### src/ipu_pkg.sv
////////////////////////////////////////////////////////////
// Shared widths, lane layout and encodings of the SIMD IPU
// Lane layout is fixed at 8, 8, 16 and 32 bits
// Only 32-bit words; no 64-bit elements
////////////////////////////////////////////////////////////

package ipu_pkg;

    ////////////////////////////////////////////////////////////
    // Widths
    ////////////////////////////////////////////////////////////

    localparam int unsigned WORD_W = 32;
    localparam int unsigned STRB_W = WORD_W / 8;

    ////////////////////////////////////////////////////////////
    // Lane layout
    ////////////////////////////////////////////////////////////

    localparam int unsigned NUM_LANES = 4;

    // Lane widths, index 0 first
    localparam int unsigned LANE_WIDTH [NUM_LANES] = '{8, 8, 16, 32};

    // Lane that is active for every element width
    localparam int unsigned WIDE_LANE = 3;

    ////////////////////////////////////////////////////////////
    // Types
    ////////////////////////////////////////////////////////////

    typedef logic [WORD_W-1:0] word_t;
    typedef logic [STRB_W-1:0] strb_t;

    typedef enum logic [1:0] {
        SEW_8  = 2'd0,
        SEW_16 = 2'd1,
        SEW_32 = 2'd2
    } sew_e;

    typedef enum logic [3:0] {
        VADD  = 4'h0,
        VSUB  = 4'h1,
        VRSUB = 4'h2,
        VAND  = 4'h3,
        VOR   = 4'h4,
        VXOR  = 4'h5,
        VMIN  = 4'h6,
        VMINU = 4'h7,
        VMAX  = 4'h8,
        VMAXU = 4'h9
    } op_e;

endpackage
### src/ipu_top.sv
////////////////////////////////////////////////////////////
// 32-bit SIMD integer unit, SEW of 8, 16 or 32 bits
// Result one cycle after acceptance; one item in flight
// Inputs must stay stable while valid is high and ready low
////////////////////////////////////////////////////////////

`timescale 1ns/100ps

module ipu_top (
    input  logic           clk_i,
    input  logic           rst_n_i,
    input  ipu_pkg::op_e   operation_i,
    input  logic           operation_valid_i,
    output logic           operation_ready_o,
    input  ipu_pkg::word_t op_s1_i,
    input  ipu_pkg::word_t op_s2_i,
    input  ipu_pkg::sew_e  sew_i,
    output ipu_pkg::word_t result_o,
    output ipu_pkg::strb_t result_valid_o,
    input  logic           result_ready_i
);

    logic [ipu_pkg::NUM_LANES-1:0]           lane_valid;
    logic [ipu_pkg::NUM_LANES-1:0]           lane_ready;
    ipu_pkg::word_t [ipu_pkg::NUM_LANES-1:0] lane_op_a;
    ipu_pkg::word_t [ipu_pkg::NUM_LANES-1:0] lane_op_b;
    logic                                    lane_signed;
    ipu_pkg::word_t [ipu_pkg::NUM_LANES-1:0] lane_result;
    logic [ipu_pkg::NUM_LANES-1:0]           lane_result_valid;

    ////////////////////////////////////////////////////////////
    // Distributor
    ////////////////////////////////////////////////////////////

    ipu_distributor i_distributor (
        .operation_i       (operation_i),
        .operation_valid_i (operation_valid_i),
        .op_s1_i           (op_s1_i),
        .op_s2_i           (op_s2_i),
        .sew_i             (sew_i),
        .lane_ready_i      (lane_ready),
        .operation_ready_o (operation_ready_o),
        .lane_valid_o      (lane_valid),
        .lane_op_a_o       (lane_op_a),
        .lane_op_b_o       (lane_op_b),
        .lane_signed_o     (lane_signed)
    );

    ////////////////////////////////////////////////////////////
    // Lanes
    ////////////////////////////////////////////////////////////

    for (genvar i = 0; i < ipu_pkg::NUM_LANES; i++) begin : gen_lane
        logic [ipu_pkg::LANE_WIDTH[i]-1:0] lane_res;

        ipu_simd_lane #(
            .Width (ipu_pkg::LANE_WIDTH[i])
        ) i_lane (
            .clk_i          (clk_i),
            .rst_n_i        (rst_n_i),
            .operation_i    (operation_i),
            .valid_i        (lane_valid[i]),
            .ready_o        (lane_ready[i]),
            .op_a_i         (lane_op_a[i][ipu_pkg::LANE_WIDTH[i]-1:0]),
            .op_b_i         (lane_op_b[i][ipu_pkg::LANE_WIDTH[i]-1:0]),
            .signed_i       (lane_signed),
            .result_o       (lane_res),
            .result_valid_o (lane_result_valid[i]),
            .result_ready_i (result_ready_i)
        );

        // Zero-extended to a word for the collector
        assign lane_result[i] = ipu_pkg::word_t'(lane_res);
    end

    ////////////////////////////////////////////////////////////
    // Collector
    ////////////////////////////////////////////////////////////

    ipu_collector i_collector (
        .lane_result_i       (lane_result),
        .lane_result_valid_i (lane_result_valid),
        .result_o            (result_o),
        .result_valid_o      (result_valid_o)
    );

endmodule

### src/ipu_collector.sv
////////////////////////////////////////////////////////////
// Packs lane results into one word with byte strobes
// SEW is recovered from the lane valid pattern
// Any other pattern gives zero strobes
////////////////////////////////////////////////////////////

`timescale 1ns/100ps

module ipu_collector (
    input  ipu_pkg::word_t [ipu_pkg::NUM_LANES-1:0] lane_result_i,
    input  logic [ipu_pkg::NUM_LANES-1:0]           lane_result_valid_i,
    output ipu_pkg::word_t                          result_o,
    output ipu_pkg::strb_t                          result_valid_o
);

    logic          pattern_ok;
    ipu_pkg::sew_e held_sew;

    always_comb begin : sew_infer
        pattern_ok = 1'b1;
        held_sew   = ipu_pkg::SEW_32;
        case (lane_result_valid_i)
            4'b1111: held_sew = ipu_pkg::SEW_8;
            4'b1100: held_sew = ipu_pkg::SEW_16;
            4'b1000: held_sew = ipu_pkg::SEW_32;
            default: pattern_ok = 1'b0;
        endcase
    end

    always_comb begin : pack
        result_o       = lane_result_i[ipu_pkg::WIDE_LANE];
        result_valid_o = '0;
        if (pattern_ok) begin
            unique case (held_sew)
                ipu_pkg::SEW_8: begin
                    for (int i = 0; i < ipu_pkg::NUM_LANES; i++) begin
                        result_o[8*i +: 8]   = lane_result_i[i][7:0];
                        result_valid_o[i]    = lane_result_valid_i[i];
                    end
                end
                ipu_pkg::SEW_16: begin
                    result_o       = {lane_result_i[3][15:0], lane_result_i[2][15:0]};
                    result_valid_o = {{2{lane_result_valid_i[3]}},
                                      {2{lane_result_valid_i[2]}}};
                end
                default: begin
                    result_o       = lane_result_i[ipu_pkg::WIDE_LANE];
                    result_valid_o = {ipu_pkg::STRB_W{lane_result_valid_i[ipu_pkg::WIDE_LANE]}};
                end
            endcase
        end
    end

endmodule

### src/ipu_simd_lane.sv
////////////////////////////////////////////////////////////
// One SIMD lane: ALU at Width bits and a result register
// Operands arrive already extended to the lane width
// Loads whenever ready; result held while downstream stalls
////////////////////////////////////////////////////////////

`timescale 1ns/100ps

module ipu_simd_lane #(
    parameter int unsigned Width = 32
) (
    input  logic             clk_i,
    input  logic             rst_n_i,
    input  ipu_pkg::op_e     operation_i,
    input  logic             valid_i,
    output logic             ready_o,
    input  logic [Width-1:0] op_a_i,
    input  logic [Width-1:0] op_b_i,
    input  logic             signed_i,
    output logic [Width-1:0] result_o,
    output logic             result_valid_o,
    input  logic             result_ready_i
);

    logic [Width-1:0] alu_res;
    logic [Width-1:0] result_q;
    logic             valid_q;
    logic             a_lt_b;

    ////////////////////////////////////////////////////////////
    // ALU
    ////////////////////////////////////////////////////////////

    // One comparator shared by the four min/max forms
    assign a_lt_b = signed_i ? ($signed(op_a_i) < $signed(op_b_i)) : (op_a_i < op_b_i);

    always_comb begin : alu
        unique case (operation_i)
            ipu_pkg::VADD:  alu_res = op_a_i + op_b_i;
            ipu_pkg::VSUB:  alu_res = op_a_i - op_b_i;
            ipu_pkg::VRSUB: alu_res = op_b_i - op_a_i;
            ipu_pkg::VAND:  alu_res = op_a_i & op_b_i;
            ipu_pkg::VOR:   alu_res = op_a_i | op_b_i;
            ipu_pkg::VXOR:  alu_res = op_a_i ^ op_b_i;
            ipu_pkg::VMIN,
            ipu_pkg::VMINU: alu_res = a_lt_b ? op_a_i : op_b_i;
            ipu_pkg::VMAX,
            ipu_pkg::VMAXU: alu_res = a_lt_b ? op_b_i : op_a_i;
            default:        alu_res = '0;
        endcase
    end

    ////////////////////////////////////////////////////////////
    // Result register
    ////////////////////////////////////////////////////////////

    // Free when empty or when the held result leaves this cycle
    assign ready_o = ~valid_q | result_ready_i;

    always_ff @(posedge clk_i or negedge rst_n_i) begin
        if (!rst_n_i) begin
            valid_q <= 1'b0;
        end else if (ready_o) begin
            valid_q <= valid_i;
        end
    end

    always_ff @(posedge clk_i) begin
        if (ready_o) begin
            result_q <= alu_res;
        end
    end

    assign result_o       = result_q;
    assign result_valid_o = valid_q;

endmodule

### src/ipu_distributor.sv
////////////////////////////////////////////////////////////
// Spreads one operand pair over the four lanes by SEW
// Purely combinational; ready follows the 32-bit lane
// SEW encoding 3 is treated as SEW_32
////////////////////////////////////////////////////////////

`timescale 1ns/100ps

module ipu_distributor (
    input  ipu_pkg::op_e                           operation_i,
    input  logic                                   operation_valid_i,
    input  ipu_pkg::word_t                         op_s1_i,
    input  ipu_pkg::word_t                         op_s2_i,
    input  ipu_pkg::sew_e                          sew_i,
    input  logic [ipu_pkg::NUM_LANES-1:0]          lane_ready_i,
    output logic                                   operation_ready_o,
    output logic [ipu_pkg::NUM_LANES-1:0]          lane_valid_o,
    output ipu_pkg::word_t [ipu_pkg::NUM_LANES-1:0] lane_op_a_o,
    output ipu_pkg::word_t [ipu_pkg::NUM_LANES-1:0] lane_op_b_o,
    output logic                                   lane_signed_o
);

    logic                          is_signed;
    logic                          accept;
    logic [ipu_pkg::NUM_LANES-1:0] lane_active;

    // Extend the element in the low bits up to a full word
    function automatic ipu_pkg::word_t extend(ipu_pkg::word_t elem, ipu_pkg::sew_e sew,
                                              logic sgn);
        ipu_pkg::word_t res;
        case (sew)
            ipu_pkg::SEW_8:  res = sgn ? {{24{elem[7]}}, elem[7:0]} : {24'd0, elem[7:0]};
            ipu_pkg::SEW_16: res = sgn ? {{16{elem[15]}}, elem[15:0]} : {16'd0, elem[15:0]};
            default:         res = elem;
        endcase
        return res;
    endfunction

    // Only the signed min and max need sign extension
    assign is_signed     = operation_i inside {ipu_pkg::VMIN, ipu_pkg::VMAX};
    assign lane_signed_o = is_signed;

    ////////////////////////////////////////////////////////////
    // Handshake and lane activation
    ////////////////////////////////////////////////////////////

    assign operation_ready_o = lane_ready_i[ipu_pkg::WIDE_LANE];
    assign accept            = operation_valid_i & operation_ready_o;

    always_comb begin : active_lanes
        unique case (sew_i)
            ipu_pkg::SEW_8:  lane_active = 4'b1111;
            ipu_pkg::SEW_16: lane_active = 4'b1100;
            default:         lane_active = 4'b1000;
        endcase
    end

    assign lane_valid_o = {ipu_pkg::NUM_LANES{accept}} & lane_active;

    ////////////////////////////////////////////////////////////
    // Operand split
    ////////////////////////////////////////////////////////////

    always_comb begin : operand_split
        lane_op_a_o = '0;
        lane_op_b_o = '0;
        unique case (sew_i)
            ipu_pkg::SEW_8: begin
                // Byte k to lane k
                for (int i = 0; i < ipu_pkg::NUM_LANES; i++) begin
                    lane_op_a_o[i] = extend(op_s1_i >> (8 * i), ipu_pkg::SEW_8, is_signed);
                    lane_op_b_o[i] = extend(op_s2_i >> (8 * i), ipu_pkg::SEW_8, is_signed);
                end
            end
            ipu_pkg::SEW_16: begin
                // Halfwords 0 and 1 to lanes 2 and 3
                for (int k = 0; k < 2; k++) begin
                    lane_op_a_o[2 + k] = extend(op_s1_i >> (16 * k), ipu_pkg::SEW_16, is_signed);
                    lane_op_b_o[2 + k] = extend(op_s2_i >> (16 * k), ipu_pkg::SEW_16, is_signed);
                end
            end
            default: begin
                lane_op_a_o[ipu_pkg::WIDE_LANE] = op_s1_i;
                lane_op_b_o[ipu_pkg::WIDE_LANE] = op_s2_i;
            end
        endcase
    end

endmodule

### config.mk
export PLATFORM = sky130hd
export DESIGN_NAME = ipu_top
export DESIGN_NICKNAME = d
export VERILOG_FILES = /design/src/ipu_pkg.sv /design/src/ipu_top.sv /design/src/ipu_collector.sv /design/src/ipu_simd_lane.sv /design/src/ipu_distributor.sv
export SDC_FILE = /design/constraint.sdc
export NUM_CORES = 1
export LEC_CHECK = 0
export ABC_AREA = 1
export BUFFER_PORTS_ARGS = -buffer_cell sky130_fd_sc_hd__buf_2
export CAP_MARGIN = 5
export CORE_ASPECT_RATIO = 0.6
export CORE_MARGIN = 4
export CORE_UTILIZATION = 70
export DETAILED_ROUTE_END_ITERATION = 10
export PLACE_DENSITY = 0.87
export SLEW_MARGIN = 20
export SYNTH_ARGS = -nofsm -noshare
export SYNTH_HDL_FRONTEND = slang
export SYNTH_SLANG_ARGS = --single-unit
export TNS_END_PERCENT = 50
### constraint.sdc
create_clock -name clk_i -period 2.9 [get_ports clk_i]
set_clock_uncertainty 0.1 [all_clocks]
set_input_delay 0.725 -clock clk_i [delete_from_list [all_inputs] [get_ports clk_i]]
set_output_delay 0.725 -clock clk_i [all_outputs]
set_load 0.02 [all_outputs]
==> run summary, run 1 <==
FF+latch count, synth: 68
Stopping stage: detailed placement
Row count: 45
Synth Warn #: 0
EDFF count, synth: 64
# port buffers: 110
Dominant synthesized flop cell: edfxtp_1
Sequential fraction of the synthesis area: 11.1%
Post-synthesis cell type count: 57
Mapped Cells: 3029
Die H: 133 um
Tool Error: [ERROR DPL-0038] Utilization greater than 100%, impossible to legalize
Async set-or-reset flop fraction in the synthesized netlist: 5.88%
Synth Cell Area: 0.0182 sq mm
Die Width: 216 um
Initial cell density of the core: 71.6%
IO Pins: 111
Status: aborted with a tool error
Synthesized area per cell: 6.01 sq um
Placer congestion estimate: 1.31
Syn_nets: 3371
-- cells in the mapped netlist (5+ instances only) --
cell type / n / area, sq um
nand2_1: 668 / 2510
inv_1: 469 / 1760
nor2_1: 310 / 1160
ha_1: 260 / 3250
nand3_1: 251 / 1260
a21oi_1: 229 / 1150
o21ai_0: 182 / 911
edfxtp_1: 64 / 1920
xor2_1: 63 / 552
clkbuf_1: 61 / 229
o211ai_1: 47 / 353
nand4_1: 43 / 269
o22ai_1: 37 / 231
nor3_1: 35 / 175
a22oi_1: 30 / 225
a221oi_1: 27 / 236
o221ai_1: 25 / 219
buf_2: 21 / 105
o21bai_1: 18 / 135
nor2_2: 14 / 87.6
inv_2: 13 / 48.8
o21a_1: 11 / 82.6
a21o_1: 9 / 67.6
a31oi_1: 9 / 56.3
or2_2: 9 / 56.3
fa_1: 8 / 160
o2111ai_1: 8 / 70.1
o21ai_1: 8 / 40.0
o31ai_1: 8 / 60.1
a21boi_0: 7 / 52.6
buf_4: 7 / 52.6
xnor2_1: 6 / 52.6
a211oi_1: 5 / 37.5
buf_1: 5 / 18.8
nand2_2: 5 / 31.3
nor4_1: 5 / 31.3
-- cell families after synthesis --
| group | synth area share (%) |
|---|---|
| adders and majority gates | 18.7 |
| and+or+nand+nor | 31.8 |
| AOI/OAI and AO/OA | 22.6 |
| buffers and inverters | 12.5 |
| xor gates and xnor gates | 3.32 |
| DFF | 11.1 |
-- metrics by stage --
| step | hold WS (ns) | cells | instance area, sq um | setup TNS, ns |
|---|---|---|---|---|
| 2_1_floorplan | 0.329 | 3029 | 18600 | -57.23 |
| 3_3_place_gp | 0.436 | 4248 | 25700 | -89.07 |
==> run 2: changes to the inputs <==
Settings changed: CORE_ASPECT_RATIO 0.6 to default, CORE_UTILIZATION 70 to 40, PLACE_DENSITY 0.87 to default, PLACE_DENSITY_LB_ADDON from default to 0.15.
==> run 2 against run 1 <==
Net effect: the flow now finishes, with violations (negative setup slack); synthesized cell count is the same; synthesized area unchanged.
==> run summary, run 2 <==
Switching pwr: 5100 uW
Largest family of logic cells by synthesized area: simple AND/OR/NAND/NOR gates
Die ar.: 0.0490 sq mm
Initial antenna violation count: 3
Synthesized area per cell: 6.01 sq um (unchanged)
Grt met2 use: 57.3%
Row count: 77 (+71%)
IO Pins: 111 (unchanged)
Mapped Cells: 3029 (unchanged)
Overall routing resource usage: 39.5%
Arrival time at the worst endpoint: 4.22 ns
Async set-or-reset flop fraction in the synthesized netlist: 5.88% (unchanged)
Core Util, Final: 66.1%
Final Power: 10400 uW
Synth Warn #: 0 (unchanged)
Grt total ovfl: 0
Pre-CTS setup slack: -2.05 ns
First-pass DRT Iterations: 6
Initial DRC Count: 3492
Hold slack final: 0.0640 ns
WS Path Type: input port to register
Syn_nets: 3371 (unchanged)
Fmax: 233 MHz
Placed wire-length estimate: 84.6 mm
Sequential fraction of the synthesis area: 11.1% (unchanged)
Synth area leader: ha_1
WP data required: 2.83 ns
Slowest stage delay, CP: 0.38 ns
Core region area: 0.0446 sq mm
CTS tree: yes
FF-to-FF Start: gen_lane[2].i_lane.result_valid_o
Xor-xnor portion of the synthesized cell area: 3.32% (unchanged)
Mux cell area share after synthesis: 0% (unchanged)
Layout Area Growth over Synthesis: 61.9%
Post-synthesis adder-cell area fraction: 18.7% (unchanged)
Commonest non-fill, non-tap cell in the layout: buf_4
Count leader, synth: nand2_1
Synth Area in Simple Gates: 31.8% (unchanged)
Internal: 5340 uW
Remaining DRCs: 0
Maxcap violations: 0
Clk pin slew, worst setup/hold paths: 0.06 ns
Vias: 26700
Diode count: 0
FF+latch count, synth: 68 (unchanged)
CTS Hold Buffers Added: 0
Met1 Track Usage GR: 54.9%
Largest net degree at the start of global routing: 46
Highest-count cells in the layout ignoring fill and taps: buf_4 (937), nand2_1 (589), inv_1 (438)
Number of global-route vias before repair: 24900
Bufs and invs on worst path: 5
Endpoint class of the critical path: register
Finish-stage setup viols: 85
Top-area cell type share of the netlist area: 17.9% (unchanged)
Leakage power: 0.0153 uW
Violated checks: negative setup slack
Clock Path Buffers: 2
EDFF count, synth: 64 (unchanged)
Die H: 221 um (+67%)
Clk pwr share: 11.0%
Met3 Use GR: 11.7%
Worst skew pair latency: 0.35 ns
Total CTS buffers: 9
Share of cells above drive strength 1: 39.0%
Status: complete, but fails checks
Critical path origin: sew_i[1]
R2R depth: 1
Ratio of final minimum period to clock period: 148%
Sequential fraction of design power: 13.6%
Most frequent cell on the critical path: nor2_4
RSZ-0062 raised after global routing: yes
Post-synthesis cell type count: 57 (unchanged)
Post-DRT Antenna Nets: 0
CP Depth: 26
Final number of hold-violating endpoints: 0
Die Width: 221 um (+2.4%)
CP max FO: 5
Compound-gate portion of the synthesized area: 22.6% (unchanged)
Final WL: 104 mm
CP top delay family: simple AND/OR/NAND/NOR gates
Comb power frac: 75.3%
Slowest cell on the critical path: ha_2
Crit start category: input port
Synth top area cells: ha_1 (18%), nand2_1 (14%), edfxtp_1 (11%)
TNS Setup: -72.19 ns
Pwr/cell area: 354 mW/mm^2
Setup slack after layout: -1.39 ns
Synth Cell Area: 0.0182 sq mm (unchanged)
Dominant synthesized flop cell: edfxtp_1
Sinks on Clock Net: 68
Largest vdd supply drop: 352 uV
Worst-margin pin slew: 0.890 ns
Final min period: 4.29 ns
Placer congestion estimate: 1.22 (-7.2%)
Drt wl/cell: 22.4 um
Commonest cells in the netlist: nand2_1 (668), inv_1 (469), nor2_1 (310), ha_1 (260), nand3_1 (251)
Final nets: 4389
Root buffer cell: clkbuf_16
Max reg flops: 64
Initial cell density of the core: 40.8% (-31 points)
Hold Crit Class: input port to asynchronous set/reset pin
Max_slew headroom: 40.3%
Vias per inst: 5.74
H-tree lvl count: 3
Switch share: 48.8%
# port buffers: 110 (unchanged)
Slew Limit Fails: 0
First-pass GRT wire length: 149 mm
Most used routing layer: met2
==> run 2: cell counts after synthesis <==
No cell type changed its count.
==> run 2: worst paths after layout <==
check                      slack [ns]                                end
min                              0.06  gen_lane[2].i_lane.result_valid_o
min in group clk_i               0.53  gen_lane[3].i_lane.result_valid_o
max in group asynchronous        2.52  gen_lane[0].i_lane.result_valid_o
max reg2reg                      1.37     gen_lane[2].i_lane.result_o[0]
max                             -1.39    gen_lane[3].i_lane.result_o[28]
min reg2reg                      0.72  gen_lane[0].i_lane.result_valid_o
==> run 2: cell families (layout without fill, tap and decap cells) <==
family / count (synthesis) / after routing
XOR/XNOR: 69 / 69
adder cells (fa/ha/maj): 268 / 268
AND/OR/NAND/NOR: 1362 / 1363
buffers and inverters: 583 / 1605
flip-flops: 68 / 68
AO/OA/AOI/OAI: 679 / 679
==> run 2: repair_timing <==
action	4_1_cts	5_1_grt
endpoints found under the setup margin	96	96
resized for setup	328	194
pin swaps	107	79
setup buffers	37	22
hold endpoints to repair	0	0
cloned	3	0
==> run 2: power by group through the flow <==
stage | Combinational (uW) | Sequential, uW | Clock, uW
after global placement | 6530 | 1430 | 0
after floorplan | 3200 | 1340 | 0
after CTS | 7210 | 1410 | 1150
final | 7860 | 1430 | 1150
after detailed placement | 6620 | 1430 | 0
after global routing | 8300 | 1430 | 1190
==> run 2: routing by layer <==
metal | routed length [um] | vias up
met1 | 42600 | 12400
met4 | 5440 | 2
met2 | 41400 | 1753
met5 | 13 | -
li1 | - | 12200
met3 | 14700 | 305
==> run 2: area by class of cell <==
class | count | area [sq um]
fillers | 3990 | 15100
repair buffers | 1104 | 8550
flip-flops and latches | 68 | 2020
well taps | 592 | 741
inverters | 485 | 1840
clock buffers | 10 | 229
multi-input cells | 2379 | 16000
clock inverters | 6 | 63.8
==> run 2: metrics by stage <==
stage                     cells  area (sq um)
after floorplan            3029         18600
after global placement     4567         26700
after detailed placement   4567         26700
after CTS                  4623         28500
after global routing       4644         29500
final                      4644         29500
Note: power is estimated with default switching activity, not from simulation.
